===== config.mk =====
export PLATFORM = sky130hd
export DESIGN_NAME = coeff_counter
export DESIGN_NICKNAME = d
export VERILOG_FILES = /design/src/rtl/coeff_counter.sv
export SDC_FILE = /design/constraint.sdc
export NUM_CORES = 1
export LEC_CHECK = 0
export ABC_AREA = 1
export BUFFER_PORTS_ARGS = -buffer_cell sky130_fd_sc_hd__buf_4
export CAP_MARGIN = 20
export CORE_MARGIN = 5
export CORE_UTILIZATION = 46
export CTS_BUF_LIST = sky130_fd_sc_hd__clkbuf_4 sky130_fd_sc_hd__clkbuf_8
export DETAILED_ROUTE_END_ITERATION = 7
export PLACE_DENSITY = 0.79
export SYNTH_ARGS = -nofsm -noshare
export SYNTH_HDL_FRONTEND = slang
export SYNTH_SLANG_ARGS = --single-unit
export TNS_END_PERCENT = 5

===== constraint.sdc =====
create_clock -name clk -period 1 [get_ports clk]
set_input_delay 0.05 -clock clk [delete_from_list [all_inputs] [get_ports clk]]
set_output_delay 0.05 -clock clk [all_outputs]
set_load 0.005 [all_outputs]

===== src/rtl/coeff_counter.sv =====
`timescale 1ns/1ps

module coeff_counter #(
  parameter int ADDR_W = 8
) (
  input  logic              clk,
  input  logic              rst_n,
  input  logic              clear,
  input  logic              rd_adv,
  input  logic              wr_adv,
  output logic [ADDR_W-1:0] rd_addr,
  output logic              rd_last,
  output logic [ADDR_W-1:0] wr_addr,
  output logic              wr_last
);

  //////////////////////////////////////////////////
  // read side, one step per issued read
  //////////////////////////////////////////////////

  always_ff @(posedge clk) begin
    if (!rst_n) begin
      rd_addr <= '0;
    end else if (clear) begin
      // new pass starts at coeff 0
      rd_addr <= '0;
    end else if (rd_adv) begin
      rd_addr <= rd_addr + 1'b1;
    end
  end

  //////////////////////////////////////////////////
  // write side, one step per reduced result
  //////////////////////////////////////////////////

  always_ff @(posedge clk) begin
    if (!rst_n) begin
      wr_addr <= '0;
    end else if (clear) begin
      wr_addr <= '0;
    end else if (wr_adv) begin
      wr_addr <= wr_addr + 1'b1;
    end
  end

  // final address reached
  assign rd_last = (rd_addr == {ADDR_W{1'b1}});
  assign wr_last = (wr_addr == {ADDR_W{1'b1}});

endmodule


==> flow_summary.toml <==
[logic_synthesis]
ys_warn_count = 0
syn-instance-count = 107
netlist.area_leader.share_pct = 43.0
synth_seq_cells = 16
ys_types = 17
synthMuxAreaShare_pct = 0
synth_largest_area_cell = "dfxtp_1"
synth_xor_area_share_pct = 1.18
seq_area_frac_synth_pct = 43.0
netlist_area_um2 = 744
synth_compound_area_share_pct = 9.75
syn-num-nets = 114
synth_fa_ha_area_share_pct = 3.36
avgSynthCellArea_um2 = 6.96
synth_top_family_by_area = "simple AND/OR/NAND/NOR gates"
synth.area.top_cells = "dfxtp_1, nand2_1, nor2_1, a21oi_1, inv_1"
yosys.area_share.simple_pct = 36.5

[sta]
slew_headroom_pct = 81.9
period_needed_ns = 1.26
fin_setup_tns_ns = -1.25
slew_violations = 0
rsz0062_at_grt = "yes"
hold_viol = 0
worst_slew_pin_slew_ns = 0.271
final-setup-viol-count = 14
max_freq_mhz = 797
layout_setup_ws_ns = -0.255
fin_crit_sh_pct = 126
whs_ns = 0.0120
clock_skew_ns = 0.00402

[floorplan]
die_width_um = 50.2
die_h_um = 50.2
core_area_um2 = 1520
rows = 14
start_util_pct = 48.9
io_pins = 23
dieArea_um2 = 2520

[power_and_ir_drop]
p_int_mw = 0.923
p_per_area_nw_per_um2 = 994
p_clk_share_pct = 37.5
comb_power_share_pct = 9.6
ir_drop_uv = 1360
finalPower_mw = 1.22
p_leak_nw = 0.528
p_sw_mw = 0.299
swShare_pct = 24.5
p_seq_share_pct = 52.9

[clock_tree]
clock-sinks = 16
clockBufferDepth = 2
clk_latency_ns = 0.30
clk_pin_slew_ns = 0.11
cts_buffers = 3
tritoncts = "done"
cts_root_buf = "clkbuf_4"
htree_levels = 1

[drt]
dr.first_iter.drc_count = 34
wl_mm = 2.43
detail-route-antenna-nets = 0
vias = 907
drc = 0
first_pass_iters = 6
vias_per_cell = 5.53
wl_per_cell_um = 14.8

[placed_design]
dp_cells = 153
port_buffers = 22
hpwl_mm = 1.36
gp_congestion = 0.736

[worst_setup_path]
end_kind = "output pin"
cp-start-kind = "register"
arrival_ns = 1.21
critical_path.max_fanout = 3
crit_required_ns = 0.95
worst-setup-path-type = "reg2out"

[grt]
grt_pass1_vias = 755
antenna_found_initial = 0
grt_max_degree = 10
grt_pass1_wl_mm = 3.16
grt_usage_pct = 15.8
grt_overflow = 0

[cells_and_area]
num-nets-final = 156
drive_gt1_share_pct = 45.3
syn_to_final_growth_pct = 65.0
n_fill_cell = 96
layout_commonest_cell = "buf_4"
layout_common_cells = "buf_4, nand2_1, nor2_1"
antenna_cells = 0
instances_no_fill = 164

[run_status]
outcome = "finished, violations left"
failed_checks = "setup timing"

[run]
timing.max_cap.violations = 0

[worst_hold_path]
hp-class = "in2reg"
==> cell usage after synthesis (all sizes together) <==
library cell	instances
dfxtp	16
nand3	9
nand4	1
nor3	4
buf	1
nor2	23
o21ai	4
a21oi	9
o21a	1
nand2	25
inv	11
xnor2	1
ha	2
==> worst max-delay path, stage by stage (launching register included) <==
cell and delay, ns:
dfxtp_4 0.39, ha_4 0.15, nand3_4 0.08, nor3_2 0.16, buf_4 0.13
==> final timing paths <==
check / end / start / slack (ns) / cells past startpoint
setup / recovery: wr_last / wr_addr[0] / -0.26 / 4
hold / removal: wr_addr[4] / clear / 0.01 / 4
setup reg to reg: rd_addr[4] / rd_addr[0] / -0.11 / 6
hold reg to reg: wr_addr[6] / wr_addr[6] / 0.54 / 2
==> power groups by stage <==
stage	sequential, mW	combinational, mW	clock [mW]
after floorplan	0.669	0.0352	0
after global placement	0.667	0.0876	0
after detailed placement	0.667	0.0887	0
after CTS	0.654	0.102	0.439
after global routing	0.648	0.128	0.503
final	0.646	0.117	0.458
==> layout make-up <==
| class | instances | area, um^2 | share of cell area (%) |
|---|---|---|---|
| inverters | 11 | 41.3 | 3.36 |
| clock buffers | 4 | 36.3 | 2.95 |
| repair buffers | 38 | 319 | 26.0 |
| well taps | 16 | 20.0 | 1.63 |
| multi-input cells | 79 | 467 | 38.0 |
| flip-flops and latches | 16 | 345 | 28.1 |
==> state kept, by name, summed over array words and instances, names as in the netlist <==
register / count
rd_addr: 8
wr_addr: 8
==> cell families after synthesis <==
logic type,count (synthesis)
AOI/OAI and AO/OA,14
adders and majority gates,2
DFF,16
and+or+nand+nor,62
buffers and inverters,12
xor gates and xnor gates,1
==> repair_timing <==
item | in CTS | in global routing
gates resized for setup | 10 | 28
buffers inserted | 3 | 2
hold buffers | 2 | 0
hold endpoints to repair | 3 | 0
endpoints found under the setup margin | 8 | 18
gates cloned | 0 | 0
pin swaps | 3 | 7
==> layer usage <==
layer  track usage (%)  up-vias  share of wire, %  routed length [um]
li1                  -      424                 -                   -
met4              6.11        0               4.1                 100
met1              18.4      424                38                 922
met5                 0        -                 0                   0
met3              4.14       12               8.2                 198
met2              27.4       47                50                1210
==> per-stage QoR <==
stage / setup slack [ns] / utilization (%) / cell area (um^2)
finish: -0.255 / 80.6 / 1230
global route: -0.307 / 80.6 / 1230
global placement: 0.0110 / 66.1 / 1010
detailed placement: -0.0546 / 66.1 / 1010
CTS: -0.244 / 73.8 / 1120
floorplan: -0.000530 / - / 759
Note: power is estimated with default switching activity, not from simulation.
