--- config.mk ---
export PLATFORM = sky130hd
export DESIGN_NAME = montgomery_reduce
export DESIGN_NICKNAME = d
export VERILOG_FILES = /design/src/rtl/kyber_pkg.sv /design/src/rtl/montgomery_reduce.sv
export SDC_FILE = /design/constraint.sdc
export NUM_CORES = 1
export LEC_CHECK = 0
export ABC_AREA = 1
export BUFFER_PORTS_ARGS = -buffer_cell sky130_fd_sc_hd__buf_2
export CAP_MARGIN = 10
export CORE_MARGIN = 5
export CORE_UTILIZATION = 60
export CTS_CLUSTER_DIAMETER = 50
export DETAILED_ROUTE_END_ITERATION = 8
export PLACE_DENSITY = 0.82
export SYNTH_ARGS = -nofsm -noshare
export SYNTH_HDL_FRONTEND = slang
export SYNTH_SLANG_ARGS = --single-unit
export TNS_END_PERCENT = 20
--- constraint.sdc ---
create_clock -name clk -period 5.1 [get_ports clk]
set_input_delay 0.51 -clock clk [delete_from_list [all_inputs] [get_ports clk]]
set_output_delay 0.51 -clock clk [all_outputs]
set_load 0.005 [all_outputs]
--- src/rtl/kyber_pkg.sv ---
package kyber_pkg;

  //////////////////////////////////////////////////
  // kyber arithmetic constants
  //////////////////////////////////////////////////

  // prime modulus
  localparam int KYBER_Q = 3329;
  // q^-1 mod 2^16 in unsigned form
  localparam int QINV = 62209;
  // coefficients per polynomial
  localparam int N_COEFFS = 256;
  // montgomery pipeline depth in cycles
  localparam int REDUCE_LAT = 4;

  //////////////////////////////////////////////////
  // enums
  //////////////////////////////////////////////////

  // pass opcode
  typedef enum logic {
    // coeff * scalar before the reduce
    OP_FQMUL  = 1'b0,
    // coeff * 1 before the reduce
    OP_REDUCE = 1'b1
  } op_e;

  // pass sequencer states
  typedef enum logic [1:0] {
    ST_IDLE  = 2'd0,
    ST_ISSUE = 2'd1,
    ST_DRAIN = 2'd2,
    ST_DONE  = 2'd3
  } ctrl_state_e;

  //////////////////////////////////////////////////
  // buffer write request
  //////////////////////////////////////////////////

  typedef struct packed {
    logic                          en;
    logic [$clog2(N_COEFFS)-1:0]   addr;
    logic signed [15:0]            data;
  } coeff_wr_t;

endpackage

--- src/rtl/montgomery_reduce.sv ---
`timescale 1ns/1ps

module montgomery_reduce (
  input  logic               clk,
  input  logic               rst_n,
  input  logic signed [31:0] a,
  input  logic               in_valid,
  output logic signed [15:0] res,
  output logic               res_valid
);

  localparam logic signed [31:0] QINV_S = kyber_pkg::QINV;
  localparam logic signed [31:0] Q_S    = kyber_pkg::KYBER_Q;

  // stage regs
  logic signed [31:0] a_q;
  logic signed [15:0] u;
  logic signed [31:0] t;
  // a delayed to line up with t
  logic signed [31:0] a_d2;
  logic signed [31:0] a_d3;

  logic signed [31:0] a_qinv;
  logic signed [31:0] diff;

  logic [kyber_pkg::REDUCE_LAT-1:0] vld_sr;

  // only the low half of a*qinv matters
  assign a_qinv = a_q * QINV_S;
  // low 16 bits cancel, so the top half is the result
  assign diff   = a_d3 - t;

  //////////////////////////////////////////////////
  // datapath stages
  //////////////////////////////////////////////////

  always_ff @(posedge clk) begin
    // s1: capture
    a_q  <= a;
    // s2: u = low16(a*qinv), signed
    u    <= a_qinv[15:0];
    a_d2 <= a_q;
    // s3: t = u*q
    t    <= u * Q_S;
    a_d3 <= a_d2;
    // s4: (a - t) >>> 16
    res  <= diff[31:16];
  end

  // one bit per stage
  always_ff @(posedge clk) begin
    if (!rst_n) begin
      vld_sr <= '0;
    end else begin
      vld_sr <= {vld_sr[kyber_pkg::REDUCE_LAT-2:0], in_valid};
    end
  end

  assign res_valid = vld_sr[kyber_pkg::REDUCE_LAT-1];

endmodule

==> metrics.cfg <==
[grt]
grt_max_degree = 17
grt_pass1_vias = 6155
antenna_found_initial = 0
grt_pass1_wl_um = 28600
track_usage_pct = 23.0
grt_overflow = 0

[yosys]
ys_seq_area_share_pct = 34.7
synth_edf_count = 0
synth.mux.area_fraction_pct = 0
yosys_warnings = 0
yosys.area_share.simple_pct = 16.2
synth_top_family_by_area = adder cells
synth_xor_area_share_pct = 3.66
synthAdderAreaFrac_pct = 30.1
synth_area_leaders = dfxtp_1 (35%), ha_1 (21%), fa_1 (9.4%), inv_1 (8.5%), nand2_1 (8.0%)
synth_top_area_cell = dfxtp_1
async_reset_ff_share_pct = 0
synth_area_um2 = 7890
synth.distinct_cells = 33
ys_ff_latch = 137
synth_nets = 1119
ys.flop_type = dfxtp_1
synth-compound-area-share_pct = 6.64
postSynthCellCount = 916
synth_top_area_share_pct = 34.7
syn_area_per_cell_um2 = 8.62

[floorplanning]
core_area_um2 = 13100
io_pins = 52
dieArea_um2 = 15600
die_h_um = 125
num_rows = 42
initial_core_util_pct = 60.3
die_w_um = 125

[clock_tree]
cts_tree = built
post_cts_buffers = 0
clk_pin_slew_ps = 60
cts.path.max_buffers = 2
cts_resized = 0
holdBufCountCts = 0
cts_sinks = 137
root_buffer = clkbuf_16
h-tree-depth = 4
worstSkewPairLatency_ps = 430
cts_made_buffers = 17

[route]
wire_per_inst_um = 14.7
avgViaCountPerCell = 5.14
drt_iter0_drc = 364
drc = 0
firstDrtPassIters = 5
vias = 6045
ant_nets = 0
wl_um = 17300

[timing]
setup_tns_ps = 0
hold_viol = 0
setup_violations = 0
worstMarginPinSlew_ps = 694
rsz0062_at_grt = no
fin_crit_ps = 3990
fmax_ghz = 0.251
slew_violations = 0
relSlewSlack_pct = 53.7
finalClockSkew_ps = 6.45
fin_crit_sh_pct = 78.2
holdWs_ps = 184

[critical_path]
crit_path_start_kind = flop
cp.required_ps = 5450
critPathCaptureType = flop
critPathKind = reg -> reg
cp_max_fo = 12
critPathArrivalTime_ps = 4340

[layout]
synthToLayoutAreaGrowth_pct = 13.6
final_common_cell = inv_1
diodes = 0
nFillCells = 1011
fin_util_pct = 68.5
multi_input_area_um2 = 4480
seq_area_um2 = 2740
final_area_um2 = 8970
final_cell_mix = inv_1 (179), nand2_1 (169), dfxtp_1 (137)
drive_above_1_share_pct = 9.71
nNetsFinal = 1190

[place]
placed_area_um2 = 8380
dpl.hpwl_um = 13400
place_congestion = 0.939
io_buffer_count = 51

[flow_run]
maxCapViolCount = 0

[run_status]
status = complete, no violations

[min_path]
worst_hold_path_type = in -> reg

per-stage QoR:
step | worst slack [ps] | cells
floorplan | 1270 | 916
global placement | 1280 | 1144
detailed placement | 1150 | 1144
CTS | 1140 | 1175
global route | 832 | 1175
finish | 1110 | 1175
critical path, cell delays in order, from the launching register on:
cell	delay, ps
dfxtp_1	320
buf_4	200
inv_1	340
fa_1	640
inv_1	40
ha_1	270
inv_1	50
fa_1	500
inv_1	50
ha_1	280
ha_1	390
nand2_1	120
inv_1	100
nand3_1	110
nor2_1	150
nand4_1	90
nand3_1	110
xor2_1	150
metal layers:
metal	global-route usage [%]	part of all wire (%)
met5	0	0
met3	5.92	5.6
met1	26.9	42
met2	39.3	49
met4	10.6	3.7
final cells by class:
type / instances / share of cell area [%]
multi-input combinational: 599 / 49.9
sequential: 137 / 30.6
inverter: 180 / 7.54
clock buffer: 17 / 4.74
timing repair buffer: 52 / 2.93
tap: 176 / 2.46
clock inverter: 14 / 1.83
sequential cells by signal (all words and copies together), names as in the netlist:
name	cells
vld_sr	4
a_q	32
res	16
a_d3	24
u	8
a_d2	32
t	21
synth_stat cells, types with 6 or more instances:
library cell	number
o21ai_0	31
nor3_1	6
nand3_1	44
nand2_1	169
inv_1	179
fa_1	37
nand4_1	11
nor2_1	54
xnor2_1	9
ha_1	131
a21oi_1	50
dfxtp_1	137
xor2_1	24
final timing paths:
| kind | start | endpoint | slack [ps] | depth (start not counted) |
|---|---|---|---|---|
| min | a[12] | a_q[12] | 180 | 1 |
| min reg2reg | a_q[23] | a_d2[23] | 330 | 0 |
| max | u[15] | t[28] | 1110 | 17 |
| max reg2reg | u[15] | t[28] | 1110 | 17 |
cell families after synthesis:
kind of cell	after synthesis
AO/OA/AOI/OAI	97
XOR/XNOR	33
adder cells (fa/ha/maj)	168
buffers and inverters	180
flip-flops	137
AND/OR/NAND/NOR	301
Power is left out: the tool's default activity adds up to more than one toggle a clock period on the data nets, which glitch-free logic cannot reach.
