`src/rtl/kyber_pkg.sv`:
```
package kyber_pkg;

  //////////////////////////////////////////////////
  // kyber arithmetic constants
  //////////////////////////////////////////////////

  // prime modulus
  localparam int KYBER_Q = 3329;
  // q^-1 mod 2^16 in unsigned form
  localparam int QINV = 62209;
  // coefficients per polynomial
  localparam int N_COEFFS = 256;
  // montgomery pipeline depth in cycles
  localparam int REDUCE_LAT = 4;

  //////////////////////////////////////////////////
  // enums
  //////////////////////////////////////////////////

  // pass opcode
  typedef enum logic {
    // coeff * scalar before the reduce
    OP_FQMUL  = 1'b0,
    // coeff * 1 before the reduce
    OP_REDUCE = 1'b1
  } op_e;

  // pass sequencer states
  typedef enum logic [1:0] {
    ST_IDLE  = 2'd0,
    ST_ISSUE = 2'd1,
    ST_DRAIN = 2'd2,
    ST_DONE  = 2'd3
  } ctrl_state_e;

  //////////////////////////////////////////////////
  // buffer write request
  //////////////////////////////////////////////////

  typedef struct packed {
    logic                          en;
    logic [$clog2(N_COEFFS)-1:0]   addr;
    logic signed [15:0]            data;
  } coeff_wr_t;

endpackage

```
`src/rtl/coeff_mult.sv`:
```
`timescale 1ns/1ps

module coeff_mult (
  input  logic               clk,
  input  logic               rst_n,
  input  logic signed [15:0] coeff,
  input  logic               in_valid,
  input  kyber_pkg::op_e     op,
  input  logic signed [15:0] scalar,
  output logic signed [31:0] prod,
  output logic               prod_valid
);

  // second operand picked by opcode
  logic signed [15:0] operand;

  always_comb begin
    case (op)
      kyber_pkg::OP_FQMUL:  operand = scalar;
      // plain reduce: multiply by one
      default:              operand = 16'sd1;
    endcase
  end

  // signed product register
  always_ff @(posedge clk) begin
    prod <= coeff * operand;
  end

  // valid follows the product
  always_ff @(posedge clk) begin
    if (!rst_n) begin
      prod_valid <= 1'b0;
    end else begin
      prod_valid <= in_valid;
    end
  end

endmodule

```
`config.mk`:
```
export PLATFORM = sky130hd
export DESIGN_NAME = coeff_mult
export DESIGN_NICKNAME = d
export VERILOG_FILES = /design/src/rtl/kyber_pkg.sv /design/src/rtl/coeff_mult.sv
export SDC_FILE = /design/constraint.sdc
export NUM_CORES = 1
export LEC_CHECK = 0
export BUFFER_PORTS_ARGS = -buffer_cell sky130_fd_sc_hd__buf_2
export CAP_MARGIN = 20
export CORE_MARGIN = 2
export CORE_UTILIZATION = 50
export DETAILED_ROUTE_END_ITERATION = 10
export PLACE_DENSITY = 0.81
export REMOVE_ABC_BUFFERS = 1
export SETUP_SLACK_MARGIN = 0.4
export SYNTH_ARGS = -nofsm -noshare
export SYNTH_HDL_FRONTEND = slang
export SYNTH_SLANG_ARGS = --single-unit
```
`constraint.sdc`:
```
create_clock -name clk -period 6.3 [get_ports clk]
set_input_delay 0 -clock clk [delete_from_list [all_inputs] [get_ports clk]]
set_output_delay 0 -clock clk [all_outputs]
set_load 0.05 [all_outputs]
```
==> results.py <==
metrics = {
    "floorplan": {
        "pin_count": 69,
        "die_area_sq_um": 22600,
        "rows": 53,
        "core_area_sq_um": 21000,
        "start_util": 0.510,
        "die_y_um": 150,
        "die_x_um": 150,
    },
    "timing": {
        "hold_violations": 0,
        "drv_slew": 0,
        "fin_tns_setup_ns": 0,
        "period_needed_ns": 5.62,
        "fin_ws_ns": 0.675,
        "rsz0062_at_grt": "false",
        "worst_slew_pin_slew_ns": 0.534,
        "fin_crit_sh": 0.893,
        "relSlewSlack": 0.643,
        "finalSetupViolCount": 0,
        "clock.fmax_ghz": 0.178,
        "timing.hold.ws_ns": 0.168,
    },
    "clock_tree": {
        "htreeDepth": 2,
        "cts_made_buffers": 5,
        "tritoncts": "yes",
        "clockBufferDepth": 2,
        "path_clk_slew_ns": 0.06,
        "cts.sinks": 33,
        "cts_root_buffer": "clkbuf_16",
    },
    "worst_hold_path": {
        "hold_class": "input port to flop",
    },
    "global_routing": {
        "grt_first_pass_wirelength_mm": 38.8,
        "grt_max_degree": 17,
        "antenna_found_initial": 0,
        "grt.total_usage": 0.213,
        "first_global_vias": 8520,
        "grt_remaining_overflow": 0,
    },
    "drt": {
        "vias": 7910,
        "totalWireLength_mm": 23.1,
        "post_drt_wl_per_cell_um": 15.3,
        "drt_iter0_drc": 442,
        "drc": 0,
        "vias_per_cell": 5.26,
        "firstDrtPassIters": 5,
        "ant_nets": 0,
    },
    "final_layout": {
        "drive_above_1_share": 0.103,
        "post-route-util": 0.559,
        "fillers": 1785,
        "nets": 1607,
        "layout_commonest_cell": "inv_1",
        "syn2layout_area_growth_pct": 9.47,
        "final_cell_mix": "inv_1 (291), fa_1 (261), nand2_1 (129), and2_1 (111), ha_1 (82)",
        "antenna_cells": 0,
    },
    "logic_synthesis": {
        "synth_top_flop_cell": "dfxtp_1",
        "syn_area_per_cell_sq_um": 9.29,
        "netlist_area_sq_um": 10700,
        "synth_cell_types": 49,
        "synth_edf_count": 0,
        "async_flop_share": 0,
        "ys.warnings.count": 0,
        "postSynthCellCount": 1155,
        "yosysSeqAreaShare": 0.0616,
        "synth-seq-cells": 33,
    },
    "critical_path": {
        "crit_type": "input port to flop",
        "start_kind": "input port",
        "cp.arrival_ns": 5.81,
        "crit_required_ns": 6.49,
        "critPathMaxFanout": 16,
        "end_kind": "flop",
    },
    "job": {
        "maxCapViolCount": 0,
    },
    "place": {
        "place_congestion": 0.900,
        "place_hpwl_mm": 19.8,
        "portBuffers": 68,
        "pre_cts_ws_ns": 0.272,
    },
    "status": {
        "outcome": "finished clean",
    },
}
[final cells by class]
cell class                 count  area (sq um)  area share
clock buffer                   5           125      0.0107
clock inverter                 3          46.3     0.00394
inverter                     291          1090      0.0930
multi-input combinational    797          8870       0.755
sequential                    33           661      0.0563
tap                          275           344      0.0293
timing repair buffer          99           608      0.0518
[sequential cells by signal (all words and copies together), names as in the netlist]
| name | cells |
|---|---|
| prod | 32 |
| prod_valid | 1 |
[synthesized netlist by cell type, types with 3 or more instances]
library cell | count | area share
a211oi_1 | 5 | 0.0035
a21o_1 | 6 | 0.0042
fa_1 | 262 | 0.49
and2_1 | 111 | 0.065
xor2_1 | 5 | 0.0041
clkbuf_1 | 34 | 0.012
and3_1 | 4 | 0.0023
a211o_1 | 3 | 0.0024
a21oi_2 | 3 | 0.0024
ha_1 | 82 | 0.096
o21a_1 | 4 | 0.0028
nor2b_1 | 33 | 0.019
o21ai_1 | 4 | 0.0019
xnor2_1 | 23 | 0.019
nor3_1 | 8 | 0.0037
nand2_1 | 129 | 0.045
or2_2 | 4 | 0.0023
dfxtp_1 | 33 | 0.062
o21ai_0 | 10 | 0.0047
a21oi_1 | 25 | 0.012
nand3_1 | 3 | 0.0014
inv_1 | 291 | 0.10
o31ai_1 | 3 | 0.0021
nor2_1 | 31 | 0.011
a31oi_1 | 4 | 0.0023
nand2b_1 | 4 | 0.0023
[worst max-delay path, stage by stage]
cell      delay, ns
buf_6          0.16
nor2b_1        0.07
buf_4          0.20
and2_1         0.19
fa_1           0.53
inv_1          0.05
fa_1           0.47
fa_1           0.53
inv_1          0.06
fa_1           0.52
fa_1           0.49
inv_1          0.05
fa_1           0.49
inv_1          0.05
ha_1           0.35
a21o_1         0.24
nor3_2         0.22
and3_1         0.24
o21ai_1        0.13
a211oi_2       0.38
o31ai_2        0.13
a221oi_2       0.25
[metal layers]
metal  vias to the layer above  track usage  wire length [um]
li1                       3535            -                 -
met1                      4075        0.260              8710
met2                       257        0.398             12500
met3                        43       0.0276              1310
met4                         0       0.0542               542
met5                         -            0                 0
[cells by family after synthesis]
logic type,count (synthesis),synth area share
fa+ha+maj,344,0.585
simple gates,338,0.160
mux,1,0.000933
xor+xnor,28,0.0229
flops,33,0.0616
buf+inv,325,0.114
compound gates,86,0.0567
[timing repair]
item,4_1_cts,5_1_grt
setup buffers,0,7
endpoints found under the setup margin,0,11
hold buffers,2,0
gates resized for setup,0,12
hold endpoints to repair,1,0
[stage by stage]
step | instances | instance area (sq um)
final | 1503 | 11700
after global routing | 1503 | 11700
after CTS | 1496 | 11600
after detailed placement | 1486 | 11400
after global placement | 1486 | 11400
after floorplan | 1121 | 10600
[final timing paths]
path	endpoint	depth (start not counted)	startpoint
worst max-delay path	prod[31]	22	op
worst min-delay path	prod[0]	2	coeff[0]
Power is not shown: default switching activity piles up to over one toggle a cycle in this logic, so the estimate is an artifact.
