--- src/rtl/kyber_pkg.sv ---
package kyber_pkg;

  //////////////////////////////////////////////////
  // kyber arithmetic constants
  //////////////////////////////////////////////////

  // prime modulus
  localparam int KYBER_Q = 3329;
  // q^-1 mod 2^16 in unsigned form
  localparam int QINV = 62209;
  // coefficients per polynomial
  localparam int N_COEFFS = 256;
  // montgomery pipeline depth in cycles
  localparam int REDUCE_LAT = 4;

  //////////////////////////////////////////////////
  // enums
  //////////////////////////////////////////////////

  // pass opcode
  typedef enum logic {
    // coeff * scalar before the reduce
    OP_FQMUL  = 1'b0,
    // coeff * 1 before the reduce
    OP_REDUCE = 1'b1
  } op_e;

  // pass sequencer states
  typedef enum logic [1:0] {
    ST_IDLE  = 2'd0,
    ST_ISSUE = 2'd1,
    ST_DRAIN = 2'd2,
    ST_DONE  = 2'd3
  } ctrl_state_e;

  //////////////////////////////////////////////////
  // buffer write request
  //////////////////////////////////////////////////

  typedef struct packed {
    logic                          en;
    logic [$clog2(N_COEFFS)-1:0]   addr;
    logic signed [15:0]            data;
  } coeff_wr_t;

endpackage

--- src/rtl/scale_ctrl.sv ---
`timescale 1ns/1ps

module scale_ctrl (
  input  logic               clk,
  input  logic               rst_n,
  input  logic               start,
  input  kyber_pkg::op_e     op,
  input  logic signed [15:0] scalar,
  input  logic               rd_last,
  input  logic               wr_last,
  input  logic               res_valid,
  output logic               clear,
  output logic               rd_en,
  output kyber_pkg::op_e     op_q,
  output logic signed [15:0] scalar_q,
  output logic               busy,
  output logic               done
);

  kyber_pkg::ctrl_state_e state_q;
  kyber_pkg::ctrl_state_e state_d;

  // start only counts when idle
  logic accept;

  assign accept = (state_q == kyber_pkg::ST_IDLE) && start;

  //////////////////////////////////////////////////
  // next state
  //////////////////////////////////////////////////

  always_comb begin
    state_d = state_q;
    case (state_q)
      kyber_pkg::ST_IDLE: begin
        if (start) begin
          state_d = kyber_pkg::ST_ISSUE;
        end
      end
      kyber_pkg::ST_ISSUE: begin
        // last read goes out this cycle
        if (rd_last) begin
          state_d = kyber_pkg::ST_DRAIN;
        end
      end
      kyber_pkg::ST_DRAIN: begin
        // wait for final write-back
        if (res_valid && wr_last) begin
          state_d = kyber_pkg::ST_DONE;
        end
      end
      default: begin
        state_d = kyber_pkg::ST_IDLE;
      end
    endcase
  end

  always_ff @(posedge clk) begin
    if (!rst_n) begin
      state_q <= kyber_pkg::ST_IDLE;
    end else begin
      state_q <= state_d;
    end
  end

  // opcode and scalar held for the whole pass
  always_ff @(posedge clk) begin
    if (!rst_n) begin
      op_q     <= kyber_pkg::OP_FQMUL;
      scalar_q <= '0;
    end else if (accept) begin
      op_q     <= op;
      scalar_q <= scalar;
    end
  end

  //////////////////////////////////////////////////
  // outputs
  //////////////////////////////////////////////////

  // counters reset on the same edge we enter issue
  assign clear = accept;
  assign rd_en = (state_q == kyber_pkg::ST_ISSUE);
  assign busy  = (state_q == kyber_pkg::ST_ISSUE) || (state_q == kyber_pkg::ST_DRAIN);
  assign done  = (state_q == kyber_pkg::ST_DONE);

endmodule

--- config.mk ---
export PLATFORM = sky130hd
export DESIGN_NAME = scale_ctrl
export DESIGN_NICKNAME = d
export VERILOG_FILES = /design/src/rtl/kyber_pkg.sv /design/src/rtl/scale_ctrl.sv
export SDC_FILE = /design/constraint.sdc
export NUM_CORES = 1
export LEC_CHECK = 0
export BUFFER_PORTS_ARGS = -buffer_cell sky130_fd_sc_hd__clkbuf_2
export CAP_MARGIN = 20
export CORE_MARGIN = 4
export CORE_UTILIZATION = 45
export CTS_BUF_LIST = sky130_fd_sc_hd__clkbuf_8
export DETAILED_ROUTE_END_ITERATION = 8
export GPL_ROUTABILITY_DRIVEN = 0
export PLACE_DENSITY_LB_ADDON = 0.3
export SETUP_SLACK_MARGIN = 0.2
export SYNTH_ARGS = -nofsm -noshare
export SYNTH_HDL_FRONTEND = slang
export SYNTH_SLANG_ARGS = --single-unit
--- constraint.sdc ---
create_clock -name clk -period 1.9 [get_ports clk]
set_input_delay 0.285 -clock clk [delete_from_list [all_inputs] [get_ports clk]]
set_output_delay 0.285 -clock clk [all_outputs]
set_load 0.03 [all_outputs]
==> results by group <==
Global route
  • Total GRT Usage: between 15 and 20%
  • Antenna violations before repair: 0
  • Overflow after GRT: 0
  • Vias in the first global route: 763
  • First-pass GRT wire length: about 3.2 mm
  • Largest net degree at the start of global routing: 22

Worst setup path
  • Worst EP arrival: 1.34 ns
  • Crit-path max FO: 18
  • Crit. End Element: output pin
  • Crit path capture: clear
  • Worst r2r path cells: 4
  • Worst reg-to-reg setup slack: 0.43 ns
  • Worst path required time: about 1.6 ns
  • Worst Path Class, Setup: reg -> out
  • Max incr delay on CP: around 0.37 ns
  • RR Startpoint: state_q[0]
  • Worst Setup SP: state_q[0]
  • CP cell instances: inv_1, ha_2, nand2_2, clkinv_4, clkbuf_4
  • Startpoint Class: flop
  • RR Endpoint: state_q[0]
  • CP max-delay cell: dfxtp_2

STA
  • RSZ-0062 raised after global routing: false
  • Worst Tran Pin Value: ~0.52 ns
  • Hold Slack: around 0.25 ns
  • Final setup viols: 0
  • Max-slew violations: 0
  • Minimum clock period: 1.63 ns
  • Final Cycle Share: between 80% and 90%
  • Final Hold Fails: 0
  • Clock Skews: 0.00126 ns
  • Setup TNS Final: 0 ns
  • Achievable frequency: 614 MHz
  • Final Worst Setup Slack: around 0.27 ns
  • Max_slew headroom: approximately two thirds

Floorplan
  • Die footprint: ~2500 µm²
  • Die width: about 50 µm
  • Placement Rows: 14
  • Starting Density: 50.2%
  • Core area: roughly 1600 µm²
  • Ports: 44
  • Die height: between 50 and 60 µm

Synthesis
  • Cell Area, Synth: 800 µm²
  • Synthesized flop and latch total: 19
  • Cell taking the most area after synthesis: dfxtp_1
  • Post-synth cell types: 14
  • Syn Inst Count: 94
  • Top cell type's share of synthesized area: between 40% and 50%
  • Synthesized Nets: 122
  • Mapped Avg Cell Area: approximately 8.5 µm²
  • Main area contributors after synthesis: dfxtp_1 (48%), nand2_1 (18%), a21boi_0 (15%), ha_1 (7.8%), mux2i_1 (2.5%)
  • Ys Warns: 0
  • Sequential area share after synthesis: a little under half

Placement
  • Port bufs: 43
  • Pre-CTS WS: 0.375 ns
  • Final HPWL DP: 1.30 mm
  • Placed cell area: 1030 µm²

Min path
  • Hold Crit Class: in -> reg

Detailed routing
  • Vias per std cell: between 4 and 5
  • DRC: 0
  • DRT iter0 DRCs: 20
  • ANT nets after route: 0
  • Vias: between 700 and 800
  • Drt pass-1 iters: 4
  • DRT Wirelength: approximately 1.9 mm
  • Routed len/inst: 11.4 µm

Pwr
  • Logic gate share of total power: 45.5%
  • Internal cell power: around 850 µW
  • Power share of the clock group: roughly 18%
  • Cell Pwr Density: roughly 1400 nW/µm²
  • Sequential Power Share: a little over a third
  • Cell leakage power: ~0.54 nW
  • Switching power: roughly 640 µW
  • Worst vdd ir: ~0.0009 V
  • Sw frac: 43.1%

CTS
  • H-tree Lvls: 1
  • Post-CTS setup buffer count: 0
  • Clk Latency, worst-skew pair: roughly 0.25 ns
  • Clock tree buffer depth: 2
  • TritonCTS clock tree: built
  • Clock transition at path regs: ~0.07 ns
  • Cts bufs inserted: 3
  • Root Driver: clkbuf_8
  • CTS Sinks: 19

Final layout
  • Area growth, synth to finish: 36.3%
  • Fin util: 68.4%
  • N_diodes: 0
  • Nets@finish: roughly 170
  • Share of layout cells above drive strength 1: ~38%
  • Fin area: between 1000 and 1500 µm²

Job
  • Max cap viols: 0

Outcome
  • Status: finished, final reports clean
[power groups by stage]
stage	combinational, mW	sequential, mW	clock [mW]
after floorplan	0.362	0.669	0
after global placement	0.638	0.541	0
final	0.676	0.542	0.268
after CTS	0.681	0.537	0.280
after detailed placement	0.656	0.546	0
after global routing	0.743	0.554	0.293
[cell usage after synthesis, drive strengths merged]
cell / count
inv: 6
ha: 5
buf: 2
clkbuf: 2
mux2i: 2
a21boi: 17
nand2: 39
o211ai: 1
dfxtp: 19
a222oi: 1
[metal layers]
| layer | up-vias | global-route usage (%) | wire [µm] |
|---|---|---|---|
| met4 | 0 | 6.91 | 18 |
| met2 | 28 | 29.1 | 922 |
| met5 | - | 0 | 0 |
| met3 | 2 | 4.44 | 130 |
| li1 | 386 | - | - |
| met1 | 352 | 18.5 | 780 |
[registers in the layout (all words and copies together) (netlist names)]
name	count
scalar_q	16
state_q	2
op_q	1
[worst max-delay path, delay by kind of cell (launching register included)]
| kind | cells | cell delay (ns) |
|---|---|---|
| adder cells (fa/ha/maj) | 1 | 0.21 |
| buffers and inverters | 3 | 0.42 |
| flip-flops | 1 | 0.37 |
| AND/OR/NAND/NOR | 1 | 0.09 |
[how the worst min path moves through the flow]
stage / start / endpoint / slack, ns / cells past startpoint
global route: scalar[12] / scalar_q[12] / 0.27 / 3
finish: scalar[12] / scalar_q[12] / 0.25 / 3
detailed placement: scalar_q[12] / scalar_q[12] / 0.45 / 2
floorplan: scalar[12] / scalar_q[12] / 0.42 / 2
CTS: scalar[12] / scalar_q[12] / 0.25 / 3
global placement: scalar_q[12] / scalar_q[12] / 0.45 / 2
[per-stage QoR]
step           total power [mW]  cells
2_1_floorplan              1.03     94
3_3_place_gp               1.18    158
3_5_place_dp               1.20    158
4_1_cts                    1.50    162
5_1_grt                    1.59    162
6_report                   1.49    162
[cells in the final DEF (no fill, tap or decap)]
cell      Yosys  layout
a21boi_0     16      16
a21boi_1      1       1
a222oi_1      1       1
buf_4         1       1
clkbuf_2      0      42
clkbuf_4      0       1
clkbuf_8      0       3
clkinv_4      0       1
dfxtp_1      19      17
dfxtp_2       0       2
ha_1          5       4
ha_2          0       1
inv_1         5       6
mux2i_1       2       2
nand2_1      38      38
nand2_2       1       1
o211ai_1      1       1
[area by class of cell]
class	count	area, µm²
timing repair buffer	44	225
clock inverter	1	3.75
sequential	19	383
clock buffer	3	41.3
tap	24	30.0
inverter	6	27.5
fill	131	504
multi-input combinational	65	379
[logic make-up (layout without fill, tap and decap cells)]
family	count (synthesis)	count (layout)	synth area share, %
muxes	2	2	2.50
AOI/OAI and AO/OA	19	19	18.2
DFF	19	19	47.6
and+or+nand+nor	39	39	18.6
adders and majority gates	5	5	7.82
buffers and inverters	10	54	5.32
[what timing repair did]
action | in CTS | in global routing
resized for setup | 3 | 4
hold buffers | 0 | 0
endpoints found under the setup margin | 1 | 1
Power figures use the tool's default switching activity.
